## src/logic/pool_defines.svh

```systemverilog
`ifndef POOL_DEFINES_SVH
`define POOL_DEFINES_SVH

// Words per channel atom, one word per lane
`define POOL_BURST_LEN 8

// Signed data word on both buses
`define POOL_WORD_W 16

// Word address, shared by read and write bus
`define POOL_ADDR_W 30

// Largest window is 1 << POOL_MAX_KLOG2 atoms
`define POOL_MAX_KLOG2 2

// Lane accumulator holds a full window sum without overflow
`define POOL_ACC_W (`POOL_WORD_W + `POOL_MAX_KLOG2)

// Output atom count of one run
`define POOL_CNT_W 16

`endif

```

## src/logic/pool_pkg.sv

```systemverilog
`include "pool_defines.svh"

package pool_pkg;

	typedef logic signed [`POOL_WORD_W-1:0] word_t;

	// Wide enough for the sum of the largest window
	typedef logic signed [`POOL_ACC_W-1:0] acc_t;

	// Lane 0 is the word at the lowest address
	typedef word_t atom_t [`POOL_BURST_LEN];

	typedef logic [`POOL_ADDR_W-1:0] addr_t;

	typedef logic [$clog2(`POOL_MAX_KLOG2 + 1)-1:0] klog2_t;

	typedef logic [`POOL_CNT_W-1:0] count_t;

	typedef enum logic [0:0] {
		POOL_MAX = 1'b0,
		POOL_AVG = 1'b1
	} pool_op_t;

endpackage

```

## src/logic/pool_fetch.sv

```systemverilog
`timescale 1ns/1ps
`include "pool_defines.svh"

module pool_fetch (
	input  logic               clk,
	input  logic               rst,
	input  logic               i_start,
	input  pool_pkg::addr_t    i_src_addr,
	input  pool_pkg::klog2_t   i_klog2,
	input  pool_pkg::count_t   i_count,
	input  pool_pkg::word_t    i_rd_dat,
	input  logic               i_rd_ack,
	input  logic               i_atom_ready,
	output logic               o_rd_cyc,
	output logic               o_rd_stb,
	output pool_pkg::addr_t    o_rd_adr,
	output logic               o_atom_valid,
	output pool_pkg::atom_t    o_atom
);

	localparam int LANE_W = $clog2(`POOL_BURST_LEN);
	localparam int TOT_W  = `POOL_CNT_W + `POOL_MAX_KLOG2 + LANE_W;

	logic                 stb_q;
	pool_pkg::addr_t      adr_q;
	logic [TOT_W-1:0]     left_q;    // Words still to read in this run
	logic [LANE_W-1:0]    lane_q;    // Lanes filled in the current atom
	logic                 valid_q;
	pool_pkg::atom_t      atom_q;
	logic                 take;
	logic                 issue;

	assign take = stb_q & i_rd_ack;

	// A new cycle needs a free lane register, or one that drains on this edge
	assign issue = ~stb_q & (left_q != '0) & (~valid_q | i_atom_ready);

	always_ff @(posedge clk or posedge rst) begin
		if (rst) begin
			stb_q   <= 1'b0;
			adr_q   <= '0;
			left_q  <= '0;
			lane_q  <= '0;
			valid_q <= 1'b0;
		end else if (i_start) begin
			stb_q   <= 1'b0;
			adr_q   <= i_src_addr;
			left_q  <= TOT_W'(i_count) << (i_klog2 + LANE_W);  // count * window * burst
			lane_q  <= '0;
			valid_q <= 1'b0;
		end else begin
			if (valid_q && i_atom_ready)
				valid_q <= 1'b0;

			if (take) begin
				stb_q  <= 1'b0;    // Idle at least one cycle between reads
				adr_q  <= adr_q + 1'b1;
				left_q <= left_q - 1'b1;
				lane_q <= lane_q + 1'b1;
				if (lane_q == LANE_W'(`POOL_BURST_LEN - 1)) begin
					lane_q  <= '0;
					valid_q <= 1'b1;  // Atom complete
				end
			end else if (issue) begin
				stb_q <= 1'b1;
			end
		end
	end

	// Deserializer
	// Each word enters at the top lane and moves down, so the
	// first word of a burst ends up in lane 0
	always_ff @(posedge clk) begin
		if (take) begin
			for (int l = 0; l < `POOL_BURST_LEN - 1; l++) begin
				atom_q[l] <= atom_q[l + 1];
			end
			atom_q[`POOL_BURST_LEN - 1] <= i_rd_dat;
		end
	end

	assign o_rd_cyc     = stb_q;
	assign o_rd_stb     = stb_q;
	assign o_rd_adr     = adr_q;
	assign o_atom_valid = valid_q;
	assign o_atom       = atom_q;

endmodule

```

## src/logic/pool_window.sv

```systemverilog
`timescale 1ns/1ps
`include "pool_defines.svh"

module pool_window (
	input  logic                 clk,
	input  logic                 rst,
	input  logic                 i_start,
	input  pool_pkg::pool_op_t   i_op,
	input  pool_pkg::klog2_t     i_klog2,
	input  logic                 i_atom_valid,
	input  pool_pkg::atom_t      i_atom,
	input  logic                 i_result_ready,
	output logic                 o_atom_ready,
	output logic                 o_result_valid,
	output pool_pkg::atom_t      o_result
);

	localparam int WIN_W = `POOL_MAX_KLOG2;

	pool_pkg::pool_op_t   op_q;
	pool_pkg::klog2_t     klog2_q;
	logic [WIN_W-1:0]     win_q;       // Atom index inside the window
	logic                 res_valid_q;
	pool_pkg::acc_t       acc_q [`POOL_BURST_LEN];
	pool_pkg::acc_t       acc_nxt [`POOL_BURST_LEN];
	pool_pkg::atom_t      res_nxt;
	pool_pkg::atom_t      res_q;
	pool_pkg::klog2_t     shift;
	logic                 take;
	logic                 win_first;
	logic                 win_last;

	// Only one window in flight, so stall while a result waits
	assign o_atom_ready = ~res_valid_q;
	assign take         = i_atom_valid & ~res_valid_q;
	assign win_first    = (win_q == '0);
	assign win_last     = (win_q == WIN_W'((1 << klog2_q) - 1));
	assign shift        = (op_q == pool_pkg::POOL_AVG) ? klog2_q : '0;  // Max passes through

	always_comb begin
		pool_pkg::acc_t ext;
		pool_pkg::acc_t shf;
		for (int l = 0; l < `POOL_BURST_LEN; l++) begin
			ext = pool_pkg::acc_t'(i_atom[l]);  // Sign extend to accumulator width
			if (win_first)
				acc_nxt[l] = ext;
			else if (op_q == pool_pkg::POOL_MAX)
				acc_nxt[l] = (ext > acc_q[l]) ? ext : acc_q[l];
			else
				acc_nxt[l] = acc_q[l] + ext;

			// Arithmetic shift, so the average rounds toward minus infinity
			shf = acc_nxt[l] >>> shift;
			res_nxt[l] = shf[`POOL_WORD_W-1:0];
		end
	end

	always_ff @(posedge clk or posedge rst) begin
		if (rst) begin
			op_q        <= pool_pkg::POOL_MAX;
			klog2_q     <= '0;
			win_q       <= '0;
			res_valid_q <= 1'b0;
		end else if (i_start) begin
			op_q        <= i_op;
			klog2_q     <= i_klog2;
			win_q       <= '0;
			res_valid_q <= 1'b0;
		end else begin
			if (res_valid_q && i_result_ready)
				res_valid_q <= 1'b0;
			if (take) begin
				win_q <= win_last ? '0 : win_q + 1'b1;
				if (win_last)
					res_valid_q <= 1'b1;
			end
		end
	end

	always_ff @(posedge clk) begin
		if (take) begin
			acc_q <= acc_nxt;
			if (win_last)
				res_q <= res_nxt;  // Held until writeback takes it
		end
	end

	assign o_result_valid = res_valid_q;
	assign o_result       = res_q;

endmodule

```

## src/logic/pool_writeback.sv

```systemverilog
`timescale 1ns/1ps
`include "pool_defines.svh"

module pool_writeback (
	input  logic               clk,
	input  logic               rst,
	input  logic               i_start,
	input  pool_pkg::addr_t    i_dst_addr,
	input  pool_pkg::count_t   i_count,
	input  logic               i_result_valid,
	input  pool_pkg::atom_t    i_result,
	input  logic               i_wr_ack,
	output logic               o_result_ready,
	output logic               o_wr_cyc,
	output logic               o_wr_stb,
	output logic               o_wr_we,
	output pool_pkg::addr_t    o_wr_adr,
	output pool_pkg::word_t    o_wr_dat,
	output logic               o_busy,
	output logic               o_done
);

	localparam int LANE_W = $clog2(`POOL_BURST_LEN);

	logic                 busy_q;
	logic                 done_q;
	logic                 hold_q;     // A result atom is being written
	logic                 stb_q;
	pool_pkg::count_t     left_q;     // Atoms still to write
	logic [LANE_W-1:0]    lane_q;
	pool_pkg::addr_t      adr_q;
	pool_pkg::atom_t      res_q;
	logic                 take_res;
	logic                 take_ack;
	logic                 last_lane;

	assign o_result_ready = ~hold_q;
	assign take_res       = i_result_valid & ~hold_q;
	assign take_ack       = stb_q & i_wr_ack;
	assign last_lane      = (lane_q == LANE_W'(`POOL_BURST_LEN - 1));

	always_ff @(posedge clk or posedge rst) begin
		if (rst) begin
			busy_q <= 1'b0;
			done_q <= 1'b0;
			hold_q <= 1'b0;
			stb_q  <= 1'b0;
			left_q <= '0;
			lane_q <= '0;
			adr_q  <= '0;
		end else if (i_start) begin
			busy_q <= (i_count != '0);
			done_q <= (i_count == '0);  // An empty run ends at once
			hold_q <= 1'b0;
			stb_q  <= 1'b0;
			left_q <= i_count;
			lane_q <= '0;
			adr_q  <= i_dst_addr;
		end else begin
			done_q <= 1'b0;
			if (take_res) begin
				hold_q <= 1'b1;
				stb_q  <= 1'b1;    // First write in the next cycle
				lane_q <= '0;
			end else if (take_ack) begin
				stb_q  <= 1'b0;
				adr_q  <= adr_q + 1'b1;
				lane_q <= lane_q + 1'b1;
				if (last_lane) begin
					hold_q <= 1'b0;
					left_q <= left_q - 1'b1;
					// Last word of the last atom closes the run
					if (left_q == pool_pkg::count_t'(1)) begin
						busy_q <= 1'b0;
						done_q <= 1'b1;
					end
				end
			end else if (hold_q && !stb_q) begin
				stb_q <= 1'b1;     // Next lane after the idle cycle
			end
		end
	end

	// Local copy, so window can start on the next atom
	always_ff @(posedge clk) begin
		if (take_res)
			res_q <= i_result;
	end

	assign o_wr_cyc = stb_q;
	assign o_wr_stb = stb_q;
	assign o_wr_we  = stb_q;
	assign o_wr_adr = adr_q;
	assign o_wr_dat = res_q[lane_q];
	assign o_busy   = busy_q;
	assign o_done   = done_q;

endmodule

```

## src/logic/pool_engine.sv

```systemverilog
`timescale 1ns/1ps
`include "pool_defines.svh"

module pool_engine (
	input  logic                 clk,
	input  logic                 rst,
	input  logic                 i_start,
	input  pool_pkg::pool_op_t   i_op,
	input  pool_pkg::klog2_t     i_klog2,
	input  pool_pkg::addr_t      i_src_addr,
	input  pool_pkg::addr_t      i_dst_addr,
	input  pool_pkg::count_t     i_count,
	input  pool_pkg::word_t      i_rd_dat,
	input  logic                 i_rd_ack,
	input  logic                 i_wr_ack,
	output logic                 o_busy,
	output logic                 o_done,
	output logic                 o_rd_cyc,
	output logic                 o_rd_stb,
	output pool_pkg::addr_t      o_rd_adr,
	output logic                 o_wr_cyc,
	output logic                 o_wr_stb,
	output logic                 o_wr_we,
	output pool_pkg::addr_t      o_wr_adr,
	output pool_pkg::word_t      o_wr_dat
);

	logic               start;
	logic               atom_valid;
	logic               atom_ready;
	pool_pkg::atom_t    atom;
	logic               result_valid;
	logic               result_ready;
	pool_pkg::atom_t    result;

	assign start = i_start & ~o_busy;  // A start during a run is dropped

	pool_fetch u_fetch (
		.clk          (clk),
		.rst          (rst),
		.i_start      (start),
		.i_src_addr   (i_src_addr),
		.i_klog2      (i_klog2),
		.i_count      (i_count),
		.i_rd_dat     (i_rd_dat),
		.i_rd_ack     (i_rd_ack),
		.i_atom_ready (atom_ready),
		.o_rd_cyc     (o_rd_cyc),
		.o_rd_stb     (o_rd_stb),
		.o_rd_adr     (o_rd_adr),
		.o_atom_valid (atom_valid),
		.o_atom       (atom)
	);

	pool_window u_window (
		.clk            (clk),
		.rst            (rst),
		.i_start        (start),
		.i_op           (i_op),
		.i_klog2        (i_klog2),
		.i_atom_valid   (atom_valid),
		.i_atom         (atom),
		.i_result_ready (result_ready),
		.o_atom_ready   (atom_ready),
		.o_result_valid (result_valid),
		.o_result       (result)
	);

	pool_writeback u_writeback (
		.clk            (clk),
		.rst            (rst),
		.i_start        (start),
		.i_dst_addr     (i_dst_addr),
		.i_count        (i_count),
		.i_result_valid (result_valid),
		.i_result       (result),
		.i_wr_ack       (i_wr_ack),
		.o_result_ready (result_ready),
		.o_wr_cyc       (o_wr_cyc),
		.o_wr_stb       (o_wr_stb),
		.o_wr_we        (o_wr_we),
		.o_wr_adr       (o_wr_adr),
		.o_wr_dat       (o_wr_dat),
		.o_busy         (o_busy),
		.o_done         (o_done)
	);

endmodule

```

## config.mk

```make
export PLATFORM = sky130hd
export DESIGN_NAME = pool_engine
export DESIGN_NICKNAME = d
export VERILOG_FILES = /design/src/logic/pool_pkg.sv /design/src/logic/pool_fetch.sv /design/src/logic/pool_window.sv /design/src/logic/pool_writeback.sv /design/src/logic/pool_engine.sv
export VERILOG_INCLUDE_DIRS = /design/src /design/src/logic
export SDC_FILE = /design/constraint.sdc
export NUM_CORES = 2
export LEC_CHECK = 0
export ABC_AREA = 1
export ABC_CLOCK_PERIOD_IN_PS = 10100
export BUFFER_PORTS_ARGS = -buffer_cell sky130_fd_sc_hd__buf_4
export CORE_MARGIN = 3
export CORE_UTILIZATION = 40
export DETAILED_ROUTE_END_ITERATION = 10
export GPL_TIMING_DRIVEN = 1
export PLACE_DENSITY = 0.56
export SETUP_SLACK_MARGIN = 0.1
export SLEW_MARGIN = 15
export SYNTH_ARGS = -nofsm -noshare
export SYNTH_HDL_FRONTEND = slang
export SYNTH_SLANG_ARGS = --single-unit
```

## constraint.sdc

```tcl
create_clock -name clk -period 10.1 [get_ports clk]
set_input_delay 0.505 -clock clk [delete_from_list [all_inputs] [get_ports clk]]
set_output_delay 0.505 -clock clk [all_outputs]
set_load 0.01 [all_outputs]
```

==> run summary <==
Hold Path Origin: i_rd_dat[14]
Layout area overhead: 11.2%
RSZ-0062 raised after global routing: no
Setup crit start: u_window.op_q
Yosys cell types: 68
Least-Margin Pin Slew: 1120 ps
final count of pins violating max slew: 0
Die W: 344 µm
vias in the first global route: 38.2k
CTS H-tree lvls: 3
DR vias: 41.1k
TNS Setup: 0 ps
CP required: 10470 ps
WP data arrival: 4440 ps
Clk pwr share: 23.6%
Overflow after GRT: 0
Critical Path End Type: flop
FMAX: 246 MHz
ys async rst share: 17.9%
post-synthesis sequential area ratio: 41.0%
CTS sink count: 643
worst setup path class: flop to flop
cells after synthesis: 5993
Resized cells post-CTS: 0
core area: 0.113 mm²
Power per Cell Area: 240 mW/mm²
Avg Cell Area, Syn: 7.63 µm²
Die Ht: 344 µm
CP max-delay cell: inv_4
Root Driver: clkbuf_16
drt initial violations: 3813
# Max-Cap Violations: 0
dpl cells: 7473
Main synth FF type: edfxtp_1
Routed WL: 148 mm
NetSw: 5.37 mW
Largest delay share family, worst path: buffers and inverters
Sw Ratio: 44.0%
power share of the sequential group: 31.7%
Final Cycle Share: 40.3%
RR Startpoint: u_window.op_q
HP Class: primary input to flop
Total GRT Usage: 24.2%
HPWL Detailed: 107 mm
commonest non-fill, non-tap cell in the layout: nand2_1
M1 WL: 69.3 mm
Int Pwr: 6.82 mW
Worst Path Buf+Inv: 2
Period minus WS final: 4070 ps
source-to-sink clock delay at the later pin of the worst-skew pair: 630 ps
cells along the critical path: nand2_4 -> inv_4 -> buf_4 -> nand3_1 -> nand3_1 -> nand2_1
Critical Path Fanout Max: 70
CTS tree: yes
largest net degree at the start of global routing: 81
Starting Density: 40.5%
post-synth net total: 6392
drc violations: 0
Final Setup Violations: 0
first-pass GRT wire length: 226 mm
total leakage power: 23.4 nW
CP peak stage delay: 880 ps
Top Ports: 183
most frequent cells in the layout: 1552 x nand2_1, 793 x inv_1, 646 x nand3_1, 528 x edfxtp_1, 463 x nor2_1
Vias/cell: 5.40
final number of hold-violating endpoints: 0
total CTS buffers: 76
initial antenna violation count: 3
Post-Layout Cell Count: 7613
IO Port Bufs: 182
CP dominant cell by count: nand3_1
row count: 123
Worst setup SP type: flop
power share of the combinational group: 44.7%
met3 routed WL: 9.35 mm
Clock transition at path regs: 70 ps
share of layout cells above drive strength 1: 7.13%
routability congestion estimate from global placement: 0.905
post-route ant nets: 0
WL per Instance: 19.4 µm
drt first pass iters: 6
Syn. warnings: 0
status: finished clean
clock skew: 26.4 ps
Clock Tree Buf Depth: 3
DR WL met2: 66.5 mm
die area: 0.118 mm²
Final nets: 6452
Post-synth EDFFs: 528
Max-slew headroom: 25.6%
Cell Area, Synth: 0.0457 mm²
postcts setup bufs: 0
Top Layer Used: met4
VDD IR max: 0.000133 V
#FFs+latches synth: 643
## synthesized netlist by cell type (5+ instances only)
cell type  number  area share (%)
a211oi_1        6           0.099
a21boi_0       49            0.80
a21boi_1        6           0.099
a21o_1          9            0.15
a21oi_1       258             2.8
a21oi_2         6            0.11
a22oi_1        13            0.21
a2bb2oi_1       5           0.096
a31oi_1        30            0.41
and2_1         14            0.19
buf_1          37            0.30
buf_2          61            0.67
buf_4          15            0.25
buf_6           7            0.17
clkbuf_1      116            0.95
clkinv_1        5           0.041
dfrtp_1       115             6.3
edfxtp_1      528              35
fa_1            8            0.35
ha_1          291             8.0
inv_1         798             6.6
inv_2          11           0.090
nand2_1      1555              13
nand2_2         9            0.12
nand3_1       646             7.1
nand3_2        17            0.37
nand3b_1        6           0.099
nand4_1       149             2.0
nor2_1        465             3.8
nor2_2          8            0.11
nor3_1         71            0.78
nor3_2         12            0.26
nor4_1         21            0.29
o211ai_1       58            0.95
o21a_1          7            0.11
o21ai_0       344             3.8
o21ai_1        36            0.39
o21bai_1       37            0.61
o221ai_1       12            0.23
o22ai_1        37            0.51
or2_2           8            0.11
xnor2_1         9            0.17
xor2_1         53             1.0
## per-stage QoR
| step | util, % | hold WS [ps] | setup slack (ps) | instance area (µm²) | total power [mW] |
|---|---|---|---|---|---|
| after global routing | 45.0 | 23.9 | 5740 | 50800 | 13.0 |
| after floorplan | - | 400 | 2200 | 45700 | 7.49 |
| after global placement | 42.7 | 403 | 6190 | 48200 | 9.25 |
| final | 45.0 | 52.2 | 6030 | 50800 | 12.2 |
| after CTS | 45.0 | 2.79 | 6000 | 50800 | 12.2 |
| after detailed placement | 42.7 | 405 | 6180 | 48200 | 9.30 |
## cells by family (layout without fill, tap and decap cells)
kind of cell	Yosys count	after routing	synth area share (%)
DFF	643	643	41.0
adders and majority gates	299	299	8.31
buffers and inverters	1050	1169	9.03
other	0	1	0
AOI/OAI and AO/OA	936	936	11.9
muxes	1	1	0.0219
xor gates and xnor gates	62	62	1.19
and+or+nand+nor	3002	3002	28.6
## power groups by stage
| stage | sequential (mW) | combinational (mW) | clock, mW |
|---|---|---|---|
| final | 3.86 | 5.45 | 2.87 |
| after global routing | 3.90 | 6.11 | 3.03 |
| after CTS | 3.86 | 5.41 | 2.94 |
| after detailed placement | 3.91 | 5.39 | 0 |
| after global placement | 3.91 | 5.35 | 0 |
| after floorplan | 3.77 | 3.72 | 0 |
## worst reg2reg max path: cells and delay by family (launching register included)
kind	cells	cell delay, ps
DFF	1	870
and+or+nand+nor	4	1140
buffers and inverters	2	1790
## routing by layer
layer,vias up,global-route usage [%]
li1,20200,-
met1,19400,35.0
met2,1252,38.7
met3,182,3.05
met4,0,5.73
met5,-,0
## repair_timing
action / in CTS / in global routing
endpoints found under the setup margin: 0 / 0
hold buffers: 1 / 0
endpoints found under the hold margin: 34 / 0
## sequential cells by signal, indices dropped and copies added, names as in the netlist, 2 cells and up
name / flops
u_window.o_result: 128
u_fetch.lane_q: 3
u_writeback.left_q: 16
u_fetch.o_rd_adr: 30
u_fetch.left_q: 21
u_writeback.lane_q: 3
u_fetch.o_atom: 128
u_writeback.res_q: 128
u_window.klog2_q: 2
u_window.acc_q: 144
u_window.win_q: 2
u_writeback.o_wr_adr: 30
## path summary, 6_finish.rpt
kind                                           to  slack (ps)  depth (start not counted)
max in group asynchronous           u_window.op_q        8560                          4
setup / recovery           u_window.o_result[109]        6030                          6
setup reg to reg           u_window.o_result[109]        6030                          6
hold / removal                 u_fetch.o_atom[14]          50                          1
hold reg to reg             u_writeback.res_q[57]         410                          0
min in group asynchronous    u_fetch.o_rd_adr[13]         460                          3
## layout make-up
| type | instances | area [µm²] |
|---|---|---|
| clock buffer | 93 | 2090 |
| multi-input combinational | 4300 | 22900 |
| timing repair buffer | 218 | 1660 |
| clock inverter | 44 | 459 |
| antenna | 1 | 2.50 |
| tap | 1500 | 1880 |
| fill | 11400 | 62100 |
| inverter | 814 | 3080 |
| sequential | 643 | 18700 |
Note: power is estimated with default switching activity, not from simulation.
